<file path="config.mk">
export PLATFORM = sky130hd
export DESIGN_NAME = rv_regfile
export DESIGN_NICKNAME = d
export VERILOG_FILES = /design/src/verilog/rv_exec_pkg.sv /design/src/verilog/rv_regfile.sv
export VERILOG_INCLUDE_DIRS = /design/src /design/src/include
export SDC_FILE = /design/constraint.sdc
export NUM_CORES = 2
export LEC_CHECK = 0
export BUFFER_PORTS_ARGS = -buffer_cell sky130_fd_sc_hd__buf_4
export CORE_MARGIN = 1
export CORE_UTILIZATION = 55
export CTS_BUF_LIST = sky130_fd_sc_hd__clkbuf_16
export DETAILED_ROUTE_END_ITERATION = 8
export HOLD_SLACK_MARGIN = 0.06
export MAX_ROUTING_LAYER = met4
export PLACE_DENSITY_LB_ADDON = 0.05
export SYNTH_ARGS = -nofsm -noshare
export SYNTH_HDL_FRONTEND = slang
export SYNTH_SLANG_ARGS = --single-unit
</file>
<file path="constraint.sdc">
create_clock -name clk -period 37.1 [get_ports clk]
set_input_delay 11.13 -clock clk [delete_from_list [all_inputs] [get_ports clk]]
set_output_delay 11.13 -clock clk [all_outputs]
set_load 0.02 [all_outputs]
</file>
<file path="src/include/rv_exec_params.svh">
`ifndef RV_EXEC_PARAMS_SVH
`define RV_EXEC_PARAMS_SVH

// ~~~~~~~~~~~~~~~~~~~~~~~~~~~~~~
// datapath sizes
// ~~~~~~~~~~~~~~~~~~~~~~~~~~~~~~

// data and address width.
`define RV_XLEN 32

// architectural registers, x0 included.
`define RV_NREGS 32

// recent results kept for forwarding.
`define RV_FWD_DEPTH 4

// data memory size in words.
`define RV_DMEM_WORDS 64

`endif

</file>
<file path="src/verilog/rv_exec_pkg.sv">
`include "rv_exec_params.svh"

package rv_exec_pkg;

    typedef logic [`RV_XLEN-1:0] word_t;
    typedef logic [$clog2(`RV_NREGS)-1:0] reg_idx_t;

    // branch ops share the adder, result is the sum.
    typedef enum logic [4:0] {
        ADD  = 5'd0,
        SUB  = 5'd1,
        AND  = 5'd2,
        OR   = 5'd3,
        XOR  = 5'd4,
        SLL  = 5'd5,
        SRL  = 5'd6,
        SRA  = 5'd7,
        SLT  = 5'd8,
        SLTU = 5'd9,
        BEQ  = 5'd10,
        BNE  = 5'd11,
        BLT  = 5'd12,
        BGE  = 5'd13,
        BLTU = 5'd14,
        BGEU = 5'd15
    } alu_op_e;

    typedef enum logic {
        IDLE,
        LOAD_WAIT
    } mem_state_e;

    // ~~~~~~~~~~~~~~~~~~~~~~~~~~~~~~
    // stage bundles
    // ~~~~~~~~~~~~~~~~~~~~~~~~~~~~~~

    typedef struct packed {
        word_t    pc;
        word_t    imm;
        reg_idx_t rd;
        reg_idx_t rs1;
        reg_idx_t rs2;
        alu_op_e  alu_op;
        logic     src1_is_pc;
        logic     src2_is_imm;
        logic     is_branch;
        logic     is_jal;
        logic     is_jalr;
        logic     is_load;
        logic     is_store;
        logic     gpr_we;
    } uop_t;

    // result holds the byte address for loads and stores.
    typedef struct packed {
        reg_idx_t rd;
        logic     gpr_we;
        logic     is_load;
        logic     is_store;
        word_t    result;
        word_t    store_data;
    } ex_mem_t;

    typedef struct packed {
        logic     we;
        reg_idx_t rd;
        word_t    data;
    } wb_t;

endpackage

</file>
<file path="src/verilog/rv_regfile.sv">
`timescale 1ns/1ps

`include "rv_exec_params.svh"

module rv_regfile (
    input  logic                  clk,
    input  logic                  rst,
    input  rv_exec_pkg::wb_t      wb,
    input  rv_exec_pkg::reg_idx_t rs1,
    input  rv_exec_pkg::reg_idx_t rs2,
    output rv_exec_pkg::word_t    rdata1,
    output rv_exec_pkg::word_t    rdata2
);
    import rv_exec_pkg::*;

    word_t regs [`RV_NREGS];

    always_ff @(posedge clk or posedge rst) begin
        if (rst) begin
            for (int i = 0; i < `RV_NREGS; i++) begin
                regs[i] <= '0;
            end
        end else begin
            if (wb.we && (wb.rd != '0)) begin
                regs[wb.rd] <= wb.data;
            end
        end
    end

    // no write-through here.
    // a result written this cycle is still in the forwarding window.
    assign rdata1 = (rs1 == '0) ? '0 : regs[rs1];
    assign rdata2 = (rs2 == '0) ? '0 : regs[rs2];

endmodule

</file>
==> reports/metrics.cfg <==
[synthesis]
ys.flop_type = dfrtp_1
ys_warn_count = 0
syn_inst = 3692
synth_top_area_share = 0.468
synth_top_area_cell = dfrtp_1
syn_area_sq_mm = 0.0547
synth_cell_types = 48
synth_common_cells = 1,037 x mux2_2, 1,024 x dfrtp_1, 397 x mux4_2
yosysMostFrequentCell = mux2_2
async_flop_share = 1.00
avgSynthCellArea_sq_um = 14.8
ys_ff_latch = 1024
synthTopCellsByArea = dfrtp_1 47%, mux2_2 21%, mux4_2 16%
synth-seq-area-share = 0.468
synth_nets = 3742
synth_edf_count = 0

[detailed_routing]
drt-vias-per-instance = 7.22
first_pass_iters = 6
vias = 35900
wl_per_cell_um = 36.0
drc = 0
postRouteAntennaNets = 0
drt-total-wl_um = 179000
drt_iter0_markers = 3801

[power]
pwr-share-comb = 0.207
swShare = 0.283
p_per_area_mw_per_mm2 = 55.0
p_int_w = 0.00235
seqPwrFrac = 0.457
power.leakage_nw = 26.0
power_frac_clock = 0.336
switchingPower_w = 0.000927
peakVddDrop_uv = 43.1

[cells_and_area]
area_growth_pct = 8.80
fillers = 7453
largest_reg_flops = 1024
seqCellArea_sq_mm = 0.0256
multi_input_comb_area_sq_mm = 0.0271
drive_above_1_share = 0.499
regMostFlops = regs
top_regs = regs: 1024 flops
nets = 3626

[setup_path]
r2r-end = regs[824]
crit_slowest_cell = buf_4
worstSetupPathType = input pin to output port
path_cells = buf_8 > buf_12 > buf_4 > buf_4 > mux4_2 > a2111oi_0 > a311oi_1 > buf_4
cp_num_buf_inv = 5
crit_required_ns = 25.97
critPathLaunchType = input pin
reg2reg_from = regs[824]
cpLargestDelayFamily = buffers and inverters
reg2reg_slack_ns = 36.29
cp.arrival_ns = 16.21
reg2regPathDepth = 1
cpMostUsedCell = buf_4
cpPeakStageDelay_ns = 0.87
cp_max_fo = 108
crit_start = rs1[0]
crit_path_end_kind = output port

[timing]
setup_tns_ns = 0
finalCritPeriodShare = 0.737
timing.fmax_ghz = 0.0366
fin_crit_ns = 27.34
rsz0062_at_grt = no
worstMarginPinSlew_ns = 1.24
maxSlewViolCount = 0
setup_viol_count_final = 0
timing_hold_violations_final = 0
finClkSkew_ns = 0
relSlewSlack = 0.153
whs_ns = 0.400

[global_routing]
grt_usage = 0.369
grt_pass1_vias = 37100
grt_max_degree = 154
antenna_found_initial = 8
grt_overflow = 0
grt_pass1_wl_um = 263000

[floorplan]
io_pins = 114
die_x_um = 317
die_h_um = 317
die-area_sq_mm = 0.101
num_rows = 115
start_util = 0.556
fp.coreArea_sq_mm = 0.0984

[worst_hold_path]
hold_path_class = flop to flop
holdPathEnd = regs[1001]
hold_depth = 0
hold_start = regs[1001]

[placement]
port_buffers = 113
place_congestion = 0.861
dp_hpwl_um = 103000

[clocking]
post-cts-setup-buffer-count = 0
ctsHoldBuffers = 0
cts-htree-levels = 3
cts.sinks = 1024
clk_pin_slew_worst_paths_ns = 0.06
ctsResizeCount = 0
cts_tree = yes
cts-root-buf = clkbuf_16
clkLatencyLatePin_ns = 0.69
clk_path_buf_depth = 3
numCtsBuffers = 111

[run]
maxCapViolations = 0

[outcome]
status = finished, final reports clean

==> worst max-delay path by stage <==
stage,to,cells past startpoint,slack (ns)
after floorplan,regs[0],1,11.86
after global placement,rdata1[23],9,9.72
after detailed placement,rdata1[23],9,9.68
after CTS,rdata1[23],9,9.67
after global routing,rdata1[23],9,9.42
final,rdata1[4],8,9.76
==> layout by cell type, fill, tap and decap left out, types with 12 or more instances in the layout <==
cell / n
buf_4: 188
a211oi_1: 37
o221ai_1: 21
a21oi_1: 43
mux4_2: 397
mux2_2: 1037
dfrtp_1: 1024
bufinv_16: 12
o22ai_1: 40
clkbuf_16: 112
o32ai_1: 16
a2111oi_0: 29
and2_1: 17
a22o_1: 42
nor4_1: 16
nand2_2: 16
nor3_1: 33
clkinv_1: 35
nor2b_1: 37
nor2_4: 17
mux2i_1: 271
nand2_1: 25
clkinv_2: 18
inv_1: 26
nand3_1: 12
a22oi_1: 77
==> metal layers <==
| metal | GRT usage | wire [um] |
|---|---|---|
| met5 | - | 0 |
| met4 | 0.136 | 6910 |
| met3 | 0.0885 | 16800 |
| met2 | 0.535 | 80900 |
| met1 | 0.507 | 74300 |
==> area by class of cell <==
type / count / share of cell area
antenna: 8 / 0.000336
sequential: 1024 / 0.430
timing repair buffer: 198 / 0.0264
clock inverter: 98 / 0.0131
clock buffer: 112 / 0.0471
tap: 1287 / 0.0270
multi-input combinational: 2238 / 0.456
inverter: 3 / 0.000252
==> cells by family after synthesis <==
kind of cell	after synthesis	synth area share
flops	1024	0.468
simple gates	207	0.0206
buf+inv	430	0.0403
mux	1705	0.426
compound gates	326	0.0446
==> power groups by stage <==
stage	sequential (W)	combinational, W	clock, W
CTS	0.00149	0.000676	0.00112
detailed placement	0.00151	0.000673	0
floorplan	0.00145	0.000531	0
global placement	0.00149	0.000651	0
finish	0.00150	0.000678	0.00110
global route	0.00152	0.000720	0.00116
==> metrics by stage <==
stage          instances  cell area [sq um]  setup slack [ns]   util  power [W]
6_report            4968              59600              9.76  0.605    0.00328
5_1_grt             4963              59500              9.42  0.605    0.00340
4_1_cts             4960              59500              9.67  0.605    0.00328
3_5_place_dp        4750              55900              9.68  0.568    0.00218
3_3_place_gp        4750              55900              9.72  0.568    0.00214
2_1_floorplan       3692              54700             11.86      -    0.00198
No activity file was read; power rests on OpenSTA's default activity.
