**src/include/rv_exec_params.svh**
```systemverilog
`ifndef RV_EXEC_PARAMS_SVH
`define RV_EXEC_PARAMS_SVH

// ~~~~~~~~~~~~~~~~~~~~~~~~~~~~~~
// datapath sizes
// ~~~~~~~~~~~~~~~~~~~~~~~~~~~~~~

// data and address width.
`define RV_XLEN 32

// architectural registers, x0 included.
`define RV_NREGS 32

// recent results kept for forwarding.
`define RV_FWD_DEPTH 4

// data memory size in words.
`define RV_DMEM_WORDS 64

`endif

```
**src/verilog/rv_exec_pkg.sv**
```systemverilog
`include "rv_exec_params.svh"

package rv_exec_pkg;

    typedef logic [`RV_XLEN-1:0] word_t;
    typedef logic [$clog2(`RV_NREGS)-1:0] reg_idx_t;

    // branch ops share the adder, result is the sum.
    typedef enum logic [4:0] {
        ADD  = 5'd0,
        SUB  = 5'd1,
        AND  = 5'd2,
        OR   = 5'd3,
        XOR  = 5'd4,
        SLL  = 5'd5,
        SRL  = 5'd6,
        SRA  = 5'd7,
        SLT  = 5'd8,
        SLTU = 5'd9,
        BEQ  = 5'd10,
        BNE  = 5'd11,
        BLT  = 5'd12,
        BGE  = 5'd13,
        BLTU = 5'd14,
        BGEU = 5'd15
    } alu_op_e;

    typedef enum logic {
        IDLE,
        LOAD_WAIT
    } mem_state_e;

    // ~~~~~~~~~~~~~~~~~~~~~~~~~~~~~~
    // stage bundles
    // ~~~~~~~~~~~~~~~~~~~~~~~~~~~~~~

    typedef struct packed {
        word_t    pc;
        word_t    imm;
        reg_idx_t rd;
        reg_idx_t rs1;
        reg_idx_t rs2;
        alu_op_e  alu_op;
        logic     src1_is_pc;
        logic     src2_is_imm;
        logic     is_branch;
        logic     is_jal;
        logic     is_jalr;
        logic     is_load;
        logic     is_store;
        logic     gpr_we;
    } uop_t;

    // result holds the byte address for loads and stores.
    typedef struct packed {
        reg_idx_t rd;
        logic     gpr_we;
        logic     is_load;
        logic     is_store;
        word_t    result;
        word_t    store_data;
    } ex_mem_t;

    typedef struct packed {
        logic     we;
        reg_idx_t rd;
        word_t    data;
    } wb_t;

endpackage

```
**src/verilog/rv_mem_stage.sv**
```systemverilog
`timescale 1ns/1ps

`include "rv_exec_params.svh"

module rv_mem_stage (
    input  logic                 clk,
    input  logic                 rst,
    input  logic                 ex_valid,
    input  rv_exec_pkg::ex_mem_t ex_out,
    output logic                 mem_ready,
    output rv_exec_pkg::wb_t     wb,
    output logic                 load_done,
    output rv_exec_pkg::word_t   load_data
);
    import rv_exec_pkg::*;

    localparam int IDX_W = $clog2(`RV_DMEM_WORDS);

    typedef logic [IDX_W-1:0] dmem_idx_t;

    word_t      dmem [`RV_DMEM_WORDS];
    mem_state_e state;
    dmem_idx_t  idx;
    dmem_idx_t  ld_idx;
    reg_idx_t   ld_rd;
    logic       ld_we;
    logic       accept;

    assign mem_ready = (state == IDLE);
    assign accept    = ex_valid && mem_ready;
    // byte address, low two bits ignored.
    assign idx       = ex_out.result[IDX_W+1:2];
    assign load_data = wb.data;

    // reset exits through LOAD_WAIT with no load owed, so ready rises a cycle late.
    always_ff @(posedge clk or posedge rst) begin
        if (rst) begin
            state     <= LOAD_WAIT;
            ld_we     <= 1'b0;
            load_done <= 1'b0;
            wb        <= '0;
        end else begin
            load_done <= 1'b0;
            wb.we     <= 1'b0;
            case (state)
                IDLE: begin
                    if (accept && ex_out.is_load) begin
                        state <= LOAD_WAIT;
                        ld_we <= ex_out.gpr_we;
                    end else if (accept && !ex_out.is_store) begin
                        wb.we   <= ex_out.gpr_we && (ex_out.rd != '0);
                        wb.rd   <= ex_out.rd;
                        wb.data <= ex_out.result;
                    end
                end
                LOAD_WAIT: begin
                    state     <= IDLE;
                    load_done <= ld_we;
                    wb.we     <= ld_we && (ld_rd != '0);
                    wb.rd     <= ld_rd;
                    wb.data   <= dmem[ld_idx];
                end
            endcase
        end
    end

    always_ff @(posedge clk) begin
        if (accept && ex_out.is_load) begin
            ld_rd  <= ex_out.rd;
            ld_idx <= idx;
        end
    end

    always_ff @(posedge clk or posedge rst) begin
        if (rst) begin
            for (int i = 0; i < `RV_DMEM_WORDS; i++) begin
                dmem[i] <= '0;
            end
        end else if (accept && ex_out.is_store) begin
            dmem[idx] <= ex_out.store_data;
        end
    end

endmodule

```
**config.mk**
```make
export PLATFORM = sky130hd
export DESIGN_NAME = rv_mem_stage
export DESIGN_NICKNAME = d
export VERILOG_FILES = /design/src/verilog/rv_exec_pkg.sv /design/src/verilog/rv_mem_stage.sv
export VERILOG_INCLUDE_DIRS = /design/src /design/src/include
export SDC_FILE = /design/constraint.sdc
export NUM_CORES = 2
export LEC_CHECK = 0
export ABC_AREA = 1
export BUFFER_PORTS_ARGS = -buffer_cell sky130_fd_sc_hd__buf_2
export CORE_AREA = 3 3 418 461
export DETAILED_ROUTE_END_ITERATION = 12
export DIE_AREA = 0 0 421 464
export PLACE_DENSITY_LB_ADDON = 0.3
export SETUP_SLACK_MARGIN = 0.4
export SYNTH_ARGS = -nofsm -noshare
export SYNTH_HDL_FRONTEND = slang
export SYNTH_SLANG_ARGS = --single-unit
```
**constraint.sdc**
```tcl
create_clock -name clk -period 159.3 [get_ports clk]
set_clock_uncertainty 0.05 [all_clocks]
set_input_delay 23.895 -clock clk [delete_from_list [all_inputs] [get_ports clk]]
set_output_delay 23.895 -clock clk [all_outputs]
set_load 0.02 [all_outputs]
```
==> impl_metrics.toml <==
[outcome]
status = "completed"

[yosys]
yosys_register_bits = 2100
ys_seq_area_share_pct = 56.0
synth_top_area_share_pct = 55.6
yosysWarnings = 0
yosysTopAreaCell = "dfrtp_1"
netlist_area_um2 = 94000
syn_inst = 11690
synth.avg_cell_area_um2 = 8.04
ys_top_cells_by_area = "dfrtp_1 56%, nand2_1 18%, nand3_1 10%"
synth_fp_nets = 11765
ys_types = 23

[routing]
dr_total_vias = 81759
post_drt_wl_per_cell_um = 21.5
drtPass1Iterations = 7
detail_route.drc_violations = 0
drt_wl_total_um = 297000
first_iter_violations = 10449
routed_via_density = 5.91
ant_nets = 0

[cells_and_area]
drive_gt1_share_pct = 6.48
instances_no_fill = 13836
final_nets = 11209
syn_to_final_growth_pct = 8.33

[placement]
gp_congestion = 0.842
numPlacedInstances = 13464
dp_hpwl_um = 152000
port_buffers = 146

[cts]
cts_sinks = 2100
cts_root_buffer = "clkbuf_16"
cts.path.max_buffers = 3
h-tree-depth = 4
cts_setup_buffers = 0
tritoncts = "done"
cts_buffers = 203
clock_latency_ps = 850
postCtsHoldBufs = 0
clkSlewWorstSetupHoldPaths_ps = 60
ctsResizeCount = 0

[run]
cap_violations = 0

[sta]
final_hold_viol_count = 0
finalSetupTns_ps = 0
report.final.slew_viol_count = 0
grt_setup_unrepaired = "no"
min_period_ps = 29160
fin_crit_sh_pct = 18.3
tightestPinTransition_ps = 1270
max-slew-margin-rel_pct = 15.1
finalSetupViolCount = 0
fmax_mhz = 34.3

[global_route]
antenna_found_initial = 10
grt_start_max_net_pins = 175
grt_pass1_vias = 77833
grt.total_usage_pct = 30.1
grt_first_pass_wirelength_um = 462000
grt_overflow = 0

[worst_setup_path]
r2r_start = "ld_idx[0]"
end_kind = "asynchronous set/reset pin"
r2r_cells = 13
startpoint = "rst"
r2r-end = "load_data[14]"
critPathMaxFanout = 170
setup.worst_path.start_class = "primary input"
required_ps = 160060
ff2ff_setup_slack_ps = 153340
worst-setup-path-type = "in -> async"
crit_arrival_ps = 29920

[floorplan]
ios = 147
die_w_um = 421
die_h_um = 464
core_um2 = 188000
start_util_pct = 49.9
die_area_um2 = 195000
rows = 167

[pwr]
p_per_area_nw_per_um2 = 11.7
finalPower_mw = 1.19
ir_drop_v = 0.0000112
power_leakage_nw = 46.0

[min_path]
min-delay-start = "ld_we"
worst_hold_path.endpoint = "ld_we"
min_path_type = "reg -> reg"
hold_depth = 2
worst max-delay path: stages:
cell    delay [ps]
buf_2          130
inv_8          630
buf_4          750
buf_4          740
buf_4          840
buf_4          820
buf_12         650
buf_4          920
through the flow:
stage | area (µm²) | utilization [%] | setup slack (ps) | hold slack [ps]
floorplan | 94000 | - | 76340 | 392
global placement | 95200 | 50.6 | 129240 | 415
detailed placement | 95200 | 50.6 | 129100 | 413
CTS | 102000 | 54.1 | 130020 | 430
global route | 102000 | 54.1 | 129280 | 447
finish | 102000 | 54.1 | 130140 | 432
final cells by class:
| class | count | area, µm² |
|---|---|---|
| Sequential cell | 2100 | 52600 |
| Fill cell | 17068 | 86400 |
| Inverter | 56 | 245 |
| Tap cell | 2535 | 3170 |
| Multi-Input combinational cell | 8465 | 37100 |
| Clock inverter | 46 | 414 |
| Antenna cell | 9 | 22.5 |
| Clock buffer | 317 | 6220 |
| Timing Repair Buffer | 308 | 2020 |
layer usage:
metal	track usage, %	share of wire [%]	up-vias
met1	40.0	40	39728
met3	4.95	9.3	732
met2	48.5	46	4020
met5	0	0.012	-
met4	14.0	4.9	4
li1	-	-	37275
registers in the layout (all words and copies together), names as in the netlist:
| name | cells |
|---|---|
| ld_rd | 5 |
| ld_we | 1 |
| state | 1 |
| load_done | 1 |
| wb | 6 |
| dmem | 2048 |
| load_data | 32 |
| ld_idx | 6 |
power breakdown:
part / internal, mW / total (mW) / switching, mW
clock: 0.276 / 0.482 / 0.206
sequential: 0.573 / 0.594 / 0.0213
combinational: 0.0345 / 0.112 / 0.0777
kinds of logic (layout without fill, tap and decap cells):
kind of cell | count (synthesis) | after routing | share of synthesized area (%)
AO/OA/AOI/OAI | 2052 | 2052 | 10.9
buffers and inverters | 1125 | 727 | 4.68
flip-flops | 2100 | 2100 | 56.0
other | 0 | 9 | 0
AND/OR/NAND/NOR | 6413 | 6413 | 28.4
placed cells by master (no fill, tap or decap), types with 2 or more instances in the layout:
master | synthesis | final
clkinv_2 | 0 | 28
diode_2 | 0 | 9
clkbuf_16 | 0 | 211
nor2_1 | 6 | 6
clkinv_8 | 0 | 2
nor3_2 | 12 | 12
clkinv_1 | 34 | 12
inv_2 | 6 | 31
inv_1 | 16 | 13
buf_4 | 32 | 156
nand2_1 | 4415 | 4366
nand2_4 | 8 | 8
clkbuf_8 | 0 | 54
nand3_1 | 1959 | 1959
nor4_4 | 2 | 2
o221ai_1 | 2 | 2
nand2_2 | 8 | 57
o21ai_1 | 377 | 376
bufinv_16 | 0 | 6
inv_6 | 0 | 5
inv_8 | 0 | 4
dfrtp_1 | 2088 | 2088
edfxtp_1 | 11 | 11
nor3_1 | 2 | 2
clkbuf_1 | 931 | 52
buf_2 | 42 | 146
buf_12 | 0 | 6
o21ai_0 | 1672 | 1672
cells in the mapped netlist:
cell type and count:
dfrtp_1 2088, nand2_2 8, buf_1 64, nand2_4 8, inv_1 16, dfstp_2 1, o21ai_1 377, inv_2 6
nor3_1 2, a32o_1 1, nand2_1 4415, nor4_4 2, edfxtp_1 11, o21ai_0 1672, nor3_2 12, o221ai_1 2
buf_4 32, buf_2 42, clkbuf_1 931, nor2_1 6, clkinv_1 34, nand3_1 1959, nor2_2 1
worst max path at each step:
stage / end
2_1_floorplan: dmem[0]
3_3_place_gp: dmem[517]
5_1_grt: dmem[517]
3_5_place_dp: dmem[517]
4_1_cts: dmem[35]
6_report: dmem[549]
No activity file was read; power rests on OpenSTA's default activity.
